`config.mk`:
```
export PLATFORM = sky130hd
export DESIGN_NAME = slv_id_remap
export DESIGN_NICKNAME = d
export VERILOG_FILES = /design/src/design/id_remap_pkg.sv /design/src/design/remap_table_if.sv /design/src/design/slv_id_remap.sv /design/src/design/r_unmap.sv /design/src/design/remap_table.sv /design/src/design/ar_remap.sv
export VERILOG_INCLUDE_DIRS = /design/src /design/src/include
export SDC_FILE = /design/constraint.sdc
export NUM_CORES = 1
export LEC_CHECK = 0
export ABC_CLOCK_PERIOD_IN_PS = 6950
export BUFFER_PORTS_ARGS = -buffer_cell sky130_fd_sc_hd__clkbuf_2
export CAP_MARGIN = 20
export CORE_AREA = 10 10 166 168
export CTS_BUF_LIST = sky130_fd_sc_hd__clkbuf_16
export CTS_CLUSTER_DIAMETER = 100
export CTS_CLUSTER_SIZE = 28
export DETAILED_ROUTE_END_ITERATION = 10
export DIE_AREA = 0 0 176 178
export PLACE_DENSITY = 0.79
export SYNTH_ARGS = -nofsm -noshare
export SYNTH_HDL_FRONTEND = slang
export SYNTH_SLANG_ARGS = --single-unit
```
`constraint.sdc`:
```
create_clock -name clk_i -period 6.95 [get_ports clk_i]
set_input_delay 1.39 -clock clk_i [delete_from_list [all_inputs] [get_ports clk_i]]
set_output_delay 1.39 -clock clk_i [all_outputs]
set_load 0.1 [all_outputs]
```
`src/include/id_remap_defines.svh`:
```
`ifndef ID_REMAP_DEFINES_SVH
`define ID_REMAP_DEFINES_SVH

// Upstream and downstream ID widths.
`define ORIG_ID_W  17
`define REMAP_ID_W 4

// Address is zero-extended from IN to OUT width.
`define IN_ADDR_W  40
`define OUT_ADDR_W 64

`define DATA_W     128

// One transaction per ID, four unique IDs in flight.
`define N_SLOTS    4
`define SLOT_W     2

`endif
```
`src/design/id_remap_pkg.sv`:
```
`default_nettype none

`include "id_remap_defines.svh"

package id_remap_pkg;

  typedef logic [`ORIG_ID_W-1:0]  orig_id_t;
  typedef logic [`REMAP_ID_W-1:0] remap_id_t;
  typedef logic [`SLOT_W-1:0]     slot_idx_t;
  typedef logic [`IN_ADDR_W-1:0]  in_addr_t;
  typedef logic [`OUT_ADDR_W-1:0] out_addr_t;
  typedef logic [`DATA_W-1:0]     data_t;

  typedef enum logic [1:0] {
    BURST_FIXED = 2'b00,
    BURST_INCR  = 2'b01,
    BURST_WRAP  = 2'b10
  } axi_burst_e;

  typedef enum logic [1:0] {
    RESP_OKAY   = 2'b00,
    RESP_EXOKAY = 2'b01,
    RESP_SLVERR = 2'b10,
    RESP_DECERR = 2'b11
  } axi_resp_e;

  typedef enum logic {
    SLOT_FREE = 1'b0,
    SLOT_BUSY = 1'b1
  } slot_state_e;

endpackage

`default_nettype wire

```
`src/design/remap_table_if.sv`:
```
`timescale 1ns/100ps
`default_nettype none

interface remap_table_if;

  // Allocation by the request path.
  logic                   alloc_req;
  id_remap_pkg::orig_id_t alloc_id;
  logic                    alloc_gnt;
  id_remap_pkg::slot_idx_t alloc_slot;

  // Lookup and release by the response path.
  id_remap_pkg::slot_idx_t lookup_slot;
  id_remap_pkg::orig_id_t  lookup_id;
  logic                    release_req; // Single-cycle pulse.
  id_remap_pkg::slot_idx_t release_slot;

  modport requester (
    output alloc_req, alloc_id,
    input  alloc_gnt, alloc_slot
  );

  modport slot_table (
    input  alloc_req, alloc_id, lookup_slot, release_req, release_slot,
    output alloc_gnt, alloc_slot, lookup_id
  );

  modport responder (
    output lookup_slot, release_req, release_slot,
    input  lookup_id
  );

endinterface

`default_nettype wire

```
`src/design/slv_id_remap.sv`:
```
`timescale 1ns/100ps
`default_nettype none

`include "id_remap_defines.svh"

module slv_id_remap (
  input  wire                       clk_i,
  input  wire                       reset_i,
  // Upstream read request.
  input  wire [`ORIG_ID_W-1:0]      slv_ar_id_i,
  input  wire [`IN_ADDR_W-1:0]      slv_ar_addr_i,
  input  wire [7:0]                 slv_ar_len_i,
  input  wire [2:0]                 slv_ar_size_i,
  input  id_remap_pkg::axi_burst_e  slv_ar_burst_i,
  input  wire [2:0]                 slv_ar_prot_i,
  input  wire                       slv_ar_valid_i,
  output logic                      slv_ar_ready_o,
  // Upstream read data.
  output logic [`ORIG_ID_W-1:0]     slv_r_id_o,
  output logic [`DATA_W-1:0]        slv_r_data_o,
  output id_remap_pkg::axi_resp_e   slv_r_resp_o,
  output logic                      slv_r_last_o,
  output logic                      slv_r_valid_o,
  input  wire                       slv_r_ready_i,
  // Downstream read request.
  output logic [`REMAP_ID_W-1:0]    mst_ar_id_o,
  output logic [`OUT_ADDR_W-1:0]    mst_ar_addr_o,
  output logic [7:0]                mst_ar_len_o,
  output logic [2:0]                mst_ar_size_o,
  output id_remap_pkg::axi_burst_e  mst_ar_burst_o,
  output logic [2:0]                mst_ar_prot_o,
  output logic                      mst_ar_valid_o,
  input  wire                       mst_ar_ready_i,
  // Downstream read data.
  input  wire [`REMAP_ID_W-1:0]     mst_r_id_i,
  input  wire [`DATA_W-1:0]         mst_r_data_i,
  input  id_remap_pkg::axi_resp_e   mst_r_resp_i,
  input  wire                       mst_r_last_i,
  input  wire                       mst_r_valid_i,
  output logic                      mst_r_ready_o
);

  remap_table_if tbl_if ();

  ar_remap i_ar_remap (
    .clk_i          (clk_i),
    .reset_i        (reset_i),
    .slv_ar_id_i    (slv_ar_id_i),
    .slv_ar_addr_i  (slv_ar_addr_i),
    .slv_ar_len_i   (slv_ar_len_i),
    .slv_ar_size_i  (slv_ar_size_i),
    .slv_ar_burst_i (slv_ar_burst_i),
    .slv_ar_prot_i  (slv_ar_prot_i),
    .slv_ar_valid_i (slv_ar_valid_i),
    .slv_ar_ready_o (slv_ar_ready_o),
    .mst_ar_id_o    (mst_ar_id_o),
    .mst_ar_addr_o  (mst_ar_addr_o),
    .mst_ar_len_o   (mst_ar_len_o),
    .mst_ar_size_o  (mst_ar_size_o),
    .mst_ar_burst_o (mst_ar_burst_o),
    .mst_ar_prot_o  (mst_ar_prot_o),
    .mst_ar_valid_o (mst_ar_valid_o),
    .mst_ar_ready_i (mst_ar_ready_i),
    .tbl            (tbl_if.requester)
  );

  remap_table i_remap_table (
    .clk_i   (clk_i),
    .reset_i (reset_i),
    .tbl     (tbl_if.slot_table)
  );

  r_unmap i_r_unmap (
    .clk_i         (clk_i),
    .reset_i       (reset_i),
    .mst_r_id_i    (mst_r_id_i),
    .mst_r_data_i  (mst_r_data_i),
    .mst_r_resp_i  (mst_r_resp_i),
    .mst_r_last_i  (mst_r_last_i),
    .mst_r_valid_i (mst_r_valid_i),
    .mst_r_ready_o (mst_r_ready_o),
    .slv_r_id_o    (slv_r_id_o),
    .slv_r_data_o  (slv_r_data_o),
    .slv_r_resp_o  (slv_r_resp_o),
    .slv_r_last_o  (slv_r_last_o),
    .slv_r_valid_o (slv_r_valid_o),
    .slv_r_ready_i (slv_r_ready_i),
    .tbl           (tbl_if.responder)
  );

endmodule

`default_nettype wire

```
`src/design/r_unmap.sv`:
```
`timescale 1ns/100ps
`default_nettype none

`include "id_remap_defines.svh"

module r_unmap (
  input  wire                      clk_i,
  input  wire                      reset_i,
  input  id_remap_pkg::remap_id_t  mst_r_id_i,
  input  id_remap_pkg::data_t      mst_r_data_i,
  input  id_remap_pkg::axi_resp_e  mst_r_resp_i,
  input  wire                      mst_r_last_i,
  input  wire                      mst_r_valid_i,
  output logic                     mst_r_ready_o,
  output id_remap_pkg::orig_id_t   slv_r_id_o,
  output id_remap_pkg::data_t      slv_r_data_o,
  output id_remap_pkg::axi_resp_e  slv_r_resp_o,
  output logic                     slv_r_last_o,
  output logic                     slv_r_valid_o,
  input  wire                      slv_r_ready_i,
  remap_table_if.responder         tbl
);

  logic                    out_valid_q;
  logic                    accept;
  id_remap_pkg::orig_id_t  id_q;
  id_remap_pkg::data_t     data_q;
  id_remap_pkg::axi_resp_e resp_q;
  logic                    last_q;

  assign mst_r_ready_o = !out_valid_q || slv_r_ready_i; // Empty or draining.
  assign accept        = mst_r_valid_i && mst_r_ready_o;

  // Only the slot bits of the narrow ID carry information.
  assign tbl.lookup_slot  = mst_r_id_i[`SLOT_W-1:0];
  assign tbl.release_slot = mst_r_id_i[`SLOT_W-1:0];
  assign tbl.release_req  = accept && mst_r_last_i; // Last beat frees the slot.

  always_ff @(posedge clk_i) begin
    if (reset_i) begin
      out_valid_q <= 1'b0;
    end else if (accept) begin
      out_valid_q <= 1'b1;
    end else if (slv_r_ready_i) begin
      out_valid_q <= 1'b0;
    end
  end

  always_ff @(posedge clk_i) begin
    if (accept) begin
      id_q   <= tbl.lookup_id;
      data_q <= mst_r_data_i;
      resp_q <= mst_r_resp_i;
      last_q <= mst_r_last_i;
    end
  end

  assign slv_r_valid_o = out_valid_q;
  assign slv_r_id_o    = id_q;
  assign slv_r_data_o  = data_q;
  assign slv_r_resp_o  = resp_q;
  assign slv_r_last_o  = last_q;

endmodule

`default_nettype wire

```
`src/design/remap_table.sv`:
```
`timescale 1ns/100ps
`default_nettype none

`include "id_remap_defines.svh"

module remap_table (
  input  wire               clk_i,
  input  wire               reset_i,
  remap_table_if.slot_table tbl
);

  id_remap_pkg::slot_state_e state_q [`N_SLOTS];
  id_remap_pkg::orig_id_t    id_q    [`N_SLOTS];

  logic                    id_hit;
  logic                    free_any;
  id_remap_pkg::slot_idx_t free_idx;

  // Walk from the top so the lowest free slot wins.
  always_comb begin
    id_hit   = 1'b0;
    free_any = 1'b0;
    free_idx = '0;
    for (int i = `N_SLOTS - 1; i >= 0; i--) begin
      if (state_q[i] == id_remap_pkg::SLOT_BUSY && id_q[i] == tbl.alloc_id) begin
        id_hit = 1'b1;
      end
      if (state_q[i] == id_remap_pkg::SLOT_FREE) begin
        free_any = 1'b1;
        free_idx = id_remap_pkg::slot_idx_t'(i);
      end
    end
  end

  assign tbl.alloc_gnt  = tbl.alloc_req && !id_hit && free_any;
  assign tbl.alloc_slot = free_idx;

  assign tbl.lookup_id = id_q[tbl.lookup_slot];

  // Grant takes only a free slot and release only a busy one.
  always_ff @(posedge clk_i) begin
    if (reset_i) begin
      for (int i = 0; i < `N_SLOTS; i++) begin
        state_q[i] <= id_remap_pkg::SLOT_FREE;
      end
    end else begin
      for (int i = 0; i < `N_SLOTS; i++) begin
        if (tbl.release_req && tbl.release_slot == id_remap_pkg::slot_idx_t'(i)) begin
          state_q[i] <= id_remap_pkg::SLOT_FREE;
        end
        if (tbl.alloc_gnt && tbl.alloc_slot == id_remap_pkg::slot_idx_t'(i)) begin
          state_q[i] <= id_remap_pkg::SLOT_BUSY;
        end
      end
    end
  end

  // Slot takes the original ID on grant.
  always_ff @(posedge clk_i) begin
    for (int i = 0; i < `N_SLOTS; i++) begin
      if (tbl.alloc_gnt && tbl.alloc_slot == id_remap_pkg::slot_idx_t'(i)) begin
        id_q[i] <= tbl.alloc_id;
      end
    end
  end

endmodule

`default_nettype wire

```
`src/design/ar_remap.sv`:
```
`timescale 1ns/100ps
`default_nettype none

`include "id_remap_defines.svh"

module ar_remap (
  input  wire                       clk_i,
  input  wire                       reset_i,
  input  id_remap_pkg::orig_id_t    slv_ar_id_i,
  input  id_remap_pkg::in_addr_t    slv_ar_addr_i,
  input  wire [7:0]                 slv_ar_len_i,
  input  wire [2:0]                 slv_ar_size_i,
  input  id_remap_pkg::axi_burst_e  slv_ar_burst_i,
  input  wire [2:0]                 slv_ar_prot_i,
  input  wire                       slv_ar_valid_i,
  output logic                      slv_ar_ready_o,
  output id_remap_pkg::remap_id_t   mst_ar_id_o,
  output id_remap_pkg::out_addr_t   mst_ar_addr_o,
  output logic [7:0]                mst_ar_len_o,
  output logic [2:0]                mst_ar_size_o,
  output id_remap_pkg::axi_burst_e  mst_ar_burst_o,
  output logic [2:0]                mst_ar_prot_o,
  output logic                      mst_ar_valid_o,
  input  wire                       mst_ar_ready_i,
  remap_table_if.requester          tbl
);

  logic                     out_valid_q;
  logic                     out_free;
  logic                     accept;
  id_remap_pkg::remap_id_t  id_q;
  id_remap_pkg::out_addr_t  addr_q;
  logic [7:0]               len_q;
  logic [2:0]               size_q;
  id_remap_pkg::axi_burst_e burst_q;
  logic [2:0]               prot_q;

  // Output register is empty or drains this cycle.
  assign out_free = !out_valid_q || mst_ar_ready_i;

  assign tbl.alloc_req = slv_ar_valid_i && out_free;
  assign tbl.alloc_id  = slv_ar_id_i;

  // Grant covers ID clash, full table and output back-pressure.
  assign slv_ar_ready_o = tbl.alloc_gnt;
  assign accept         = slv_ar_valid_i && tbl.alloc_gnt;

  always_ff @(posedge clk_i) begin
    if (reset_i) begin
      out_valid_q <= 1'b0;
    end else if (accept) begin
      out_valid_q <= 1'b1;
    end else if (mst_ar_ready_i) begin
      out_valid_q <= 1'b0;
    end
  end

  always_ff @(posedge clk_i) begin
    if (accept) begin
      id_q    <= {{(`REMAP_ID_W-`SLOT_W){1'b0}}, tbl.alloc_slot}; // Slot becomes the new ID.
      addr_q  <= {{(`OUT_ADDR_W-`IN_ADDR_W){1'b0}}, slv_ar_addr_i};
      len_q   <= slv_ar_len_i;
      size_q  <= slv_ar_size_i;
      burst_q <= slv_ar_burst_i;
      prot_q  <= slv_ar_prot_i;
    end
  end

  assign mst_ar_valid_o = out_valid_q;
  assign mst_ar_id_o    = id_q;
  assign mst_ar_addr_o  = addr_q;
  assign mst_ar_len_o   = len_q;
  assign mst_ar_size_o  = size_q;
  assign mst_ar_burst_o = burst_q;
  assign mst_ar_prot_o  = prot_q;

endmodule

`default_nettype wire

```
==> impl_metrics.csv, run 1 <==
group,metric,value,unit
setup_path,timing.rr.end,"i_remap_table.id_q[1][5]",
pwr,intPower,2.50,mW
pwr,power,3.79,mW
clock_tree,cts_resized,0,
setup_path,rr_startpoint,"i_remap_table.state_q[1]",
timing,tightest_slew,1040,ps
pwr,ir_worst_vdd,215,µV
clock_tree,cts.reportedPaths.clkPinSlew,100,ps
min_path,hold_class,"reg -> reg",
floorplan,io-pin-count,450,
route,drtIter0Drc,561,
yosys,ys_seq_area_share,83.0,%
global_routing,antenna_found_initial,6,
yosys,synth.avg_cell_area,21.1,µm²
clock_tree,cts_tree,"done",
pwr,seq_power_share,52.8,%
clock_tree,clk_path_buf_depth,3,
floorplan,num_rows,57,
cells_and_area,final_area,12900,µm²
global_routing,grt_max_degree,59,
timing,tns,0,ps
setup_path,crit_type,"in -> out",
cells_and_area,mostFrequentLayoutCell,"clkbuf_2",
setup_path,worst-path-stages,7,
clock_tree,cts_root_buf,"clkbuf_16",
pwr,switchingPower,1.30,mW
floorplan,start_util,41.9,%
global_routing,grt_overflow,0,
timing,skew,14.7,ps
clock_tree,cts_max_level,1,
timing,min_period,4750,ps
timing,rsz0062_at_grt,"false",
setup_path,crit_path_top_delay_cell,"nor4_1",
clock_tree,post_cts_buffers,0,
setup_path,crit_fanout,15,
setup_path,reg2reg_depth,3,
floorplan,die_h,178,µm
setup_path,setup.worst_path.start_class,"input pin",
yosys,ys_warn_count,0,
pwr,clkPwrFrac,24.2,%
cells_and_area,synthToLayoutAreaGrowth,27.2,%
placed_design,post_dp_cell_area,12400,µm²
setup_path,cp_slowest_stage_delay,620,ps
cells_and_area,drive_above_1_share,52.1,%
route,dr_total_vias,5926,
placed_design,dp_hpwl,25.0,mm
cells_and_area,fillers,1968,
setup_path,regToRegSetupSlack,4400,ps
setup_path,cp_top_family,"simple AND/OR/NAND/NOR gates",
setup_path,path_buf_inv,2,
global_routing,first_global_vias,6016,
cells_and_area,final_cell_count_no_fill,1231,
route,wl_per_cell,25.3,µm
route,wl,31.2,mm
clock_tree,cts_sinks,280,
timing,slew_headroom,30.9,%
clock_tree,cts_made_buffers,14,
clock_tree,holdBufCountCts,0,
floorplan,die_w,176,µm
setup_path,crit_path_end_kind,"primary output",
timing,clock.fmax,211,MHz
timing,finalHoldViolCount,0,
floorplan,core_area,24100,µm²
pwr,leakagePower,5.17,nW
setup_path,crit_required,5560,ps
route,ant_nets,0,
placed_design,io_buffers,421,
global_routing,grt_first_pass_wirelength,42.3,mm
clock_tree,clk_latency,490,ps
placed_design,gp_congestion,0.912,
status,status,"completed",
yosys,ys_types,31,
flow_run,max_cap_violations,0,
pwr,comb_power_share,23.1,%
setup_path,crit_chain,"clkbuf_2 > xor2_1 > nor4_1 > nand4_1 > nand3_2 > nor2_1 > clkbuf_2",
route,firstDrtPassIters,5,
pwr,swShare,34.2,%
global_routing,grt_util_all_layers,18.5,%
timing,slew_viol_final,0,
setup_path,worst_path_most_repeated_cell,"clkbuf_2",
yosys,synth_seq_cells,280,
route,viasPerCell,4.81,
placed_design,place_inst,1208,
timing,fin_crit_sh,68.3,%
cells_and_area,post-route-util,53.3,%
setup_path,setup.worst_path.start,"slv_ar_id_i[5]",
floorplan,die-area,31300,µm²
pwr,powerDensity,295,nW/µm²
yosys,postSynthCellCount,479,
cells_and_area,final_cell_mix,"clkbuf_2 (421), edfxtp_1 (278), xnor2_1 (52)",
cells_and_area,finalNetCount,1114,
setup_path,endpoint,"slv_ar_ready_o",
yosys,netlist_area,10100,µm²
setup_path,critical_path_arrival,3360,ps
timing,setup-violations-final,0,
route,drc,0,
## how the worst min path moves through the flow
stage,from,to,slack (ps),cells past startpoint
2_1_floorplan,i_remap_table.state_q[3],i_remap_table.state_q[3],620,1
3_3_place_gp,i_ar_remap.mst_ar_valid_o,i_ar_remap.mst_ar_valid_o,530,2
3_5_place_dp,i_ar_remap.mst_ar_valid_o,i_ar_remap.mst_ar_valid_o,520,2
4_1_cts,i_ar_remap.mst_ar_valid_o,i_ar_remap.mst_ar_valid_o,540,2
5_1_grt,i_ar_remap.mst_ar_valid_o,i_ar_remap.mst_ar_valid_o,580,2
6_report,i_ar_remap.mst_ar_valid_o,i_ar_remap.mst_ar_valid_o,540,2
## synthesized netlist by cell type
master / number / area [µm²]
edfxtp_1: 278 / 8350
xnor2_1: 52 / 455
buf_4: 26 / 195
mux4_2: 17 / 383
xor2_1: 16 / 140
nand4_1: 15 / 93.8
buf_2: 9 / 45.0
nor2_1: 9 / 33.8
nor4_1: 8 / 50.1
buf_6: 7 / 78.8
a31oi_1: 4 / 25.0
inv_1: 4 / 15.0
nand3_1: 4 / 20.0
a21oi_1: 3 / 15.0
nand2_1: 3 / 11.3
nand2b_1: 3 / 18.8
nor3_1: 3 / 15.0
o21ai_1: 3 / 15.0
clkbuf_1: 2 / 7.51
dfxtp_1: 2 / 40.0
a41oi_1: 1 / 8.76
and2_1: 1 / 6.26
and3_1: 1 / 6.26
conb_1: 1 / 3.75
nand3_2: 1 / 10.0
nand3b_2: 1 / 11.3
nand4_2: 1 / 12.5
nand4b_1: 1 / 8.76
nor3_2: 1 / 10.0
o21ai_2: 1 / 8.76
o22ai_2: 1 / 12.5
## power groups by stage
| stage | clock [mW] | sequential [mW] | combinational [mW] |
|---|---|---|---|
| after CTS | 0.950 | 2.00 | 0.882 |
| after detailed placement | 0 | 2.04 | 0.880 |
| after floorplan | 0 | 2.58 | 0.171 |
| after global placement | 0 | 2.04 | 0.874 |
| after global routing | 0.999 | 2.01 | 0.898 |
| final | 0.917 | 2.00 | 0.875 |
## worst reg2reg max path: cells and delay by family (launching register included)
kind | cells | cell delay [ps]
AO/OA/AOI/OAI | 1 | 570
AND/OR/NAND/NOR | 2 | 1090
flip-flops | 1 | 510
## area by class of cell
class | instances | area [µm²] | area share, %
Antenna cell | 1 | 2.50 | 0.0195
Inverter | 4 | 15.0 | 0.117
Multi-Input combinational cell | 176 | 1490 | 11.6
Timing Repair Buffer | 424 | 2130 | 16.6
Tap cell | 324 | 405 | 3.15
Clock inverter | 7 | 51.3 | 0.399
Clock buffer | 15 | 375 | 2.92
Sequential cell | 280 | 8390 | 65.2
## metrics by stage
step / hold slack [ps] / setup slack [ps]
after floorplan: 620 / 722
after global placement: 527 / 2280
after detailed placement: 524 / 2260
after CTS: 539 / 2270
after global routing: 575 / 2100
final: 539 / 2200
## logic make-up (layout without fill, tap and decap cells)
kind of cell,after synthesis,in the layout,share of synthesized area [%]
compound gates,13,13,0.842
buf+inv,48,450,3.38
simple gates,52,52,3.05
other cells,1,27,0.0371
flops,280,280,83.0
mux,17,17,3.79
xor+xnor,68,68,5.89
## per-layer routing
metal	share of wire [%]	global-route usage, %	wire length (µm)
met4	2.7	5.79	838
met1	33	20.2	10400
met3	9.8	6.19	3050
met2	54	33.3	16800
met5	0.21	0	67
## sequential cells by signal, summed over array words and instances (netlist names)
name and flops:
i_ar_remap.mst_ar_addr_o 40, i_ar_remap.mst_ar_burst_o 2, i_ar_remap.mst_ar_id_o 2, i_ar_remap.mst_ar_len_o 8, i_ar_remap.mst_ar_prot_o 3, i_ar_remap.mst_ar_size_o 3
i_ar_remap.mst_ar_valid_o 1, i_r_unmap.slv_r_data_o 128, i_r_unmap.slv_r_id_o 17, i_r_unmap.slv_r_last_o 1, i_r_unmap.slv_r_resp_o 2, i_r_unmap.slv_r_valid_o 1
i_remap_table.id_q 68, i_remap_table.state_q 4
Note: power is estimated with default switching activity, not from simulation.
==> run 2, diff against run 1 <==
--- a/config.mk
+++ b/config.mk
@@ -6,16 +6,17 @@
 export SDC_FILE = /design/constraint.sdc
 export NUM_CORES = 1
 export LEC_CHECK = 0
-export ABC_CLOCK_PERIOD_IN_PS = 6950
+export ABC_CLOCK_PERIOD_IN_PS = 3980
 export BUFFER_PORTS_ARGS = -buffer_cell sky130_fd_sc_hd__clkbuf_2
 export CAP_MARGIN = 20
-export CORE_AREA = 10 10 166 168
+export CORE_ASPECT_RATIO = 0.9
+export CORE_MARGIN = 10
+export CORE_UTILIZATION = 42
 export CTS_BUF_LIST = sky130_fd_sc_hd__clkbuf_16
 export CTS_CLUSTER_DIAMETER = 100
 export CTS_CLUSTER_SIZE = 28
 export DETAILED_ROUTE_END_ITERATION = 10
-export DIE_AREA = 0 0 176 178
-export PLACE_DENSITY = 0.79
+export PLACE_DENSITY = 0.82
 export SYNTH_ARGS = -nofsm -noshare
 export SYNTH_HDL_FRONTEND = slang
 export SYNTH_SLANG_ARGS = --single-unit
==> constraint.sdc (replaced) <==
create_clock -name clk_i -period 3.98 [get_ports clk_i]
set_input_delay 0.796 -clock clk_i [delete_from_list [all_inputs] [get_ports clk_i]]
set_output_delay 0.796 -clock clk_i [all_outputs]
set_load 0.1 [all_outputs]
==> run 2 against run 1 <==
  * First-iteration DRC count shrank 11%
  * Global-route usage grew 1.0 points
  * Cell area down 0.42%
  * Register-to-register slack lost 2900 ps
  * Worst hold slack lost 61 ps
  * Cell count is 1.3% lower
  * Critical path type unchanged
  * Largest cell class unchanged
  * Largest power group unchanged
==> impl_metrics.csv, run 2 (synthesis results as in run 1) <==
group,metric,value,unit
status,status,"completed",
setup_path,crit_fanout,8,
route,drc,0,
cells_and_area,final_cell_mix,"clkbuf_2 (421), edfxtp_1 (278), xnor2_1 (52)",
global_routing,grt_first_pass_wirelength,43.6,mm
pwr,comb_power_share,23.7,%
setup_path,setup.worst_path.start,"slv_ar_id_i[5]",
clock_tree,clk_latency,490,ps
pwr,intPower,4.26,mW
pwr,seq_power_share,53.8,%
pwr,switchingPower,2.23,mW
flow_run,max_cap_violations,0,
route,wl_met3,3.43,mm
placed_design,place_inst,1191,
floorplan,die-area,30700,µm²
clock_tree,post_cts_buffers,0,
pwr,ir_worst_vdd,263,µV
floorplan,core_area,23500,µm²
setup_path,crit_path_end_kind,"primary output",
timing,fin_ws,649,ps
route,drtIter0Drc,499,
timing,finalHoldViolCount,0,
timing,holdWs,478,ps
cells_and_area,finalNetCount,1118,
timing,fin_crit_sh,83.7,%
min_path,min-delay-start,"mst_r_data_i[120]",
clock_tree,cts_tree,"done",
floorplan,die_w,184,µm
route,highest_layer,"met5",
setup_path,setup.worst_path.start_class,"input pin",
pwr,swShare,34.3,%
placed_design,io_buffers,421,
timing,rsz0062_at_grt,"false",
timing,clock.fmax,300,MHz
global_routing,grt_overflow,0,
placed_design,dp_hpwl,25.0,mm
global_routing,grt_util_all_layers,19.5,%
route,wl_per_cell,25.9,µm
clock_tree,cts_max_level,1,
timing,skew,13.4,ps
timing,slew_viol_final,0,
route,firstDrtPassIters,6,
timing,tightest_slew,753,ps
global_routing,first_global_vias,6042,
clock_tree,cts_sinks,280,
clock_tree,cts_resized,0,
floorplan,num_rows,53,
global_routing,grt_max_degree,86,
floorplan,io-pin-count,450,
route,ant_nets,0,
route,wl,31.5,mm
setup_path,rr_startpoint,"i_remap_table.id_q[3][5]",
clock_tree,cts_root_buf,"clkbuf_16",
global_routing,antenna_found_initial,9,
cells_and_area,synthToLayoutAreaGrowth,26.7,%
min_path,hold_class,"in -> reg",
pwr,clkPwrFrac,22.5,%
setup_path,critical_path_arrival,2540,ps
timing,min_period,3330,ps
cells_and_area,final_cell_count_no_fill,1215,
floorplan,die_h,167,µm
clock_tree,clk_path_buf_depth,3,
pwr,leakagePower,5.19,nW
cells_and_area,mostFrequentLayoutCell,"clkbuf_2",
pwr,powerDensity,507,nW/µm²
pwr,power,6.49,mW
timing,setup-violations-final,0,
cells_and_area,drive_above_1_share,51.3,%
timing,tns,0,ps
route,viasPerCell,4.93,
floorplan,start_util,42.9,%
setup_path,crit_type,"in -> out",
timing,slew_headroom,49.8,%
cells_and_area,largest_register_ff_count,128,
clock_tree,cts_made_buffers,13,
route,dr_total_vias,5995,
route,wl_met2,16.7,mm
clock_tree,holdBufCountCts,0,
clock_tree,cts.reportedPaths.clkPinSlew,110,ps
placed_design,post-place-ws,619,ps
setup_path,crit_required,3180,ps
route,wl_met1,10.1,mm
placed_design,gp_congestion,0.940,
## run 2: changes by cell type in the layout (fill, tap and decap cells not counted), sizes merged
cell,change
buf,+5
clkbuf,-2
clkinv,-2
clkinvlp,-1
diode,+2
inv,+4
## run 2: path summary, 6_finish.rpt
kind                            endpoint  cells after the start  slack (ps)
min reg2reg    i_ar_remap.mst_ar_valid_o                      2         560
min          i_r_unmap.slv_r_data_o[120]                      1         480
max                       slv_ar_ready_o                      7         650
max reg2reg    i_ar_remap.mst_ar_id_o[0]                      7        1500
## run 2: power by group through the flow
stage	Combinational [mW]	Sequential [mW]	Clock, mW
global route	1.58	3.51	1.60
CTS	1.55	3.50	1.50
floorplan	0.300	4.49	0
global placement	1.53	3.55	0
detailed placement	1.54	3.56	0
finish	1.54	3.49	1.46
## run 2: worst max-delay path: stages
cell and delay [ps]:
clkbuf_2 180, xor2_1 190, nor4_1 620, nand4_1 190, nand3_2 120, nor2_1 50
clkbuf_2 380
## run 2: per-layer routing
| metal | GRT usage [%] | vias to the layer above |
|---|---|---|
| li1 | - | 2641 |
| met1 | 20.2 | 2961 |
| met2 | 34.9 | 324 |
| met3 | 7.27 | 59 |
| met4 | 7.66 | 10 |
| met5 | 0 | - |
## run 2: cell type report
type / count / area, µm²
timing repair buffer: 429 / 2180
fill: 1845 / 10700
tap: 302 / 378
inverter: 4 / 15.0
clock inverter: 8 / 30.0
multi-input combinational: 176 / 1480
antenna: 3 / 7.51
sequential: 280 / 8390
clock buffer: 13 / 325
## run 2: through the flow
stage	instance area, µm²	util [%]
2_1_floorplan	10200	-
3_3_place_gp	12400	52.8
3_5_place_dp	12400	52.8
4_1_cts	12800	54.4
5_1_grt	12800	54.4
6_report	12800	54.4
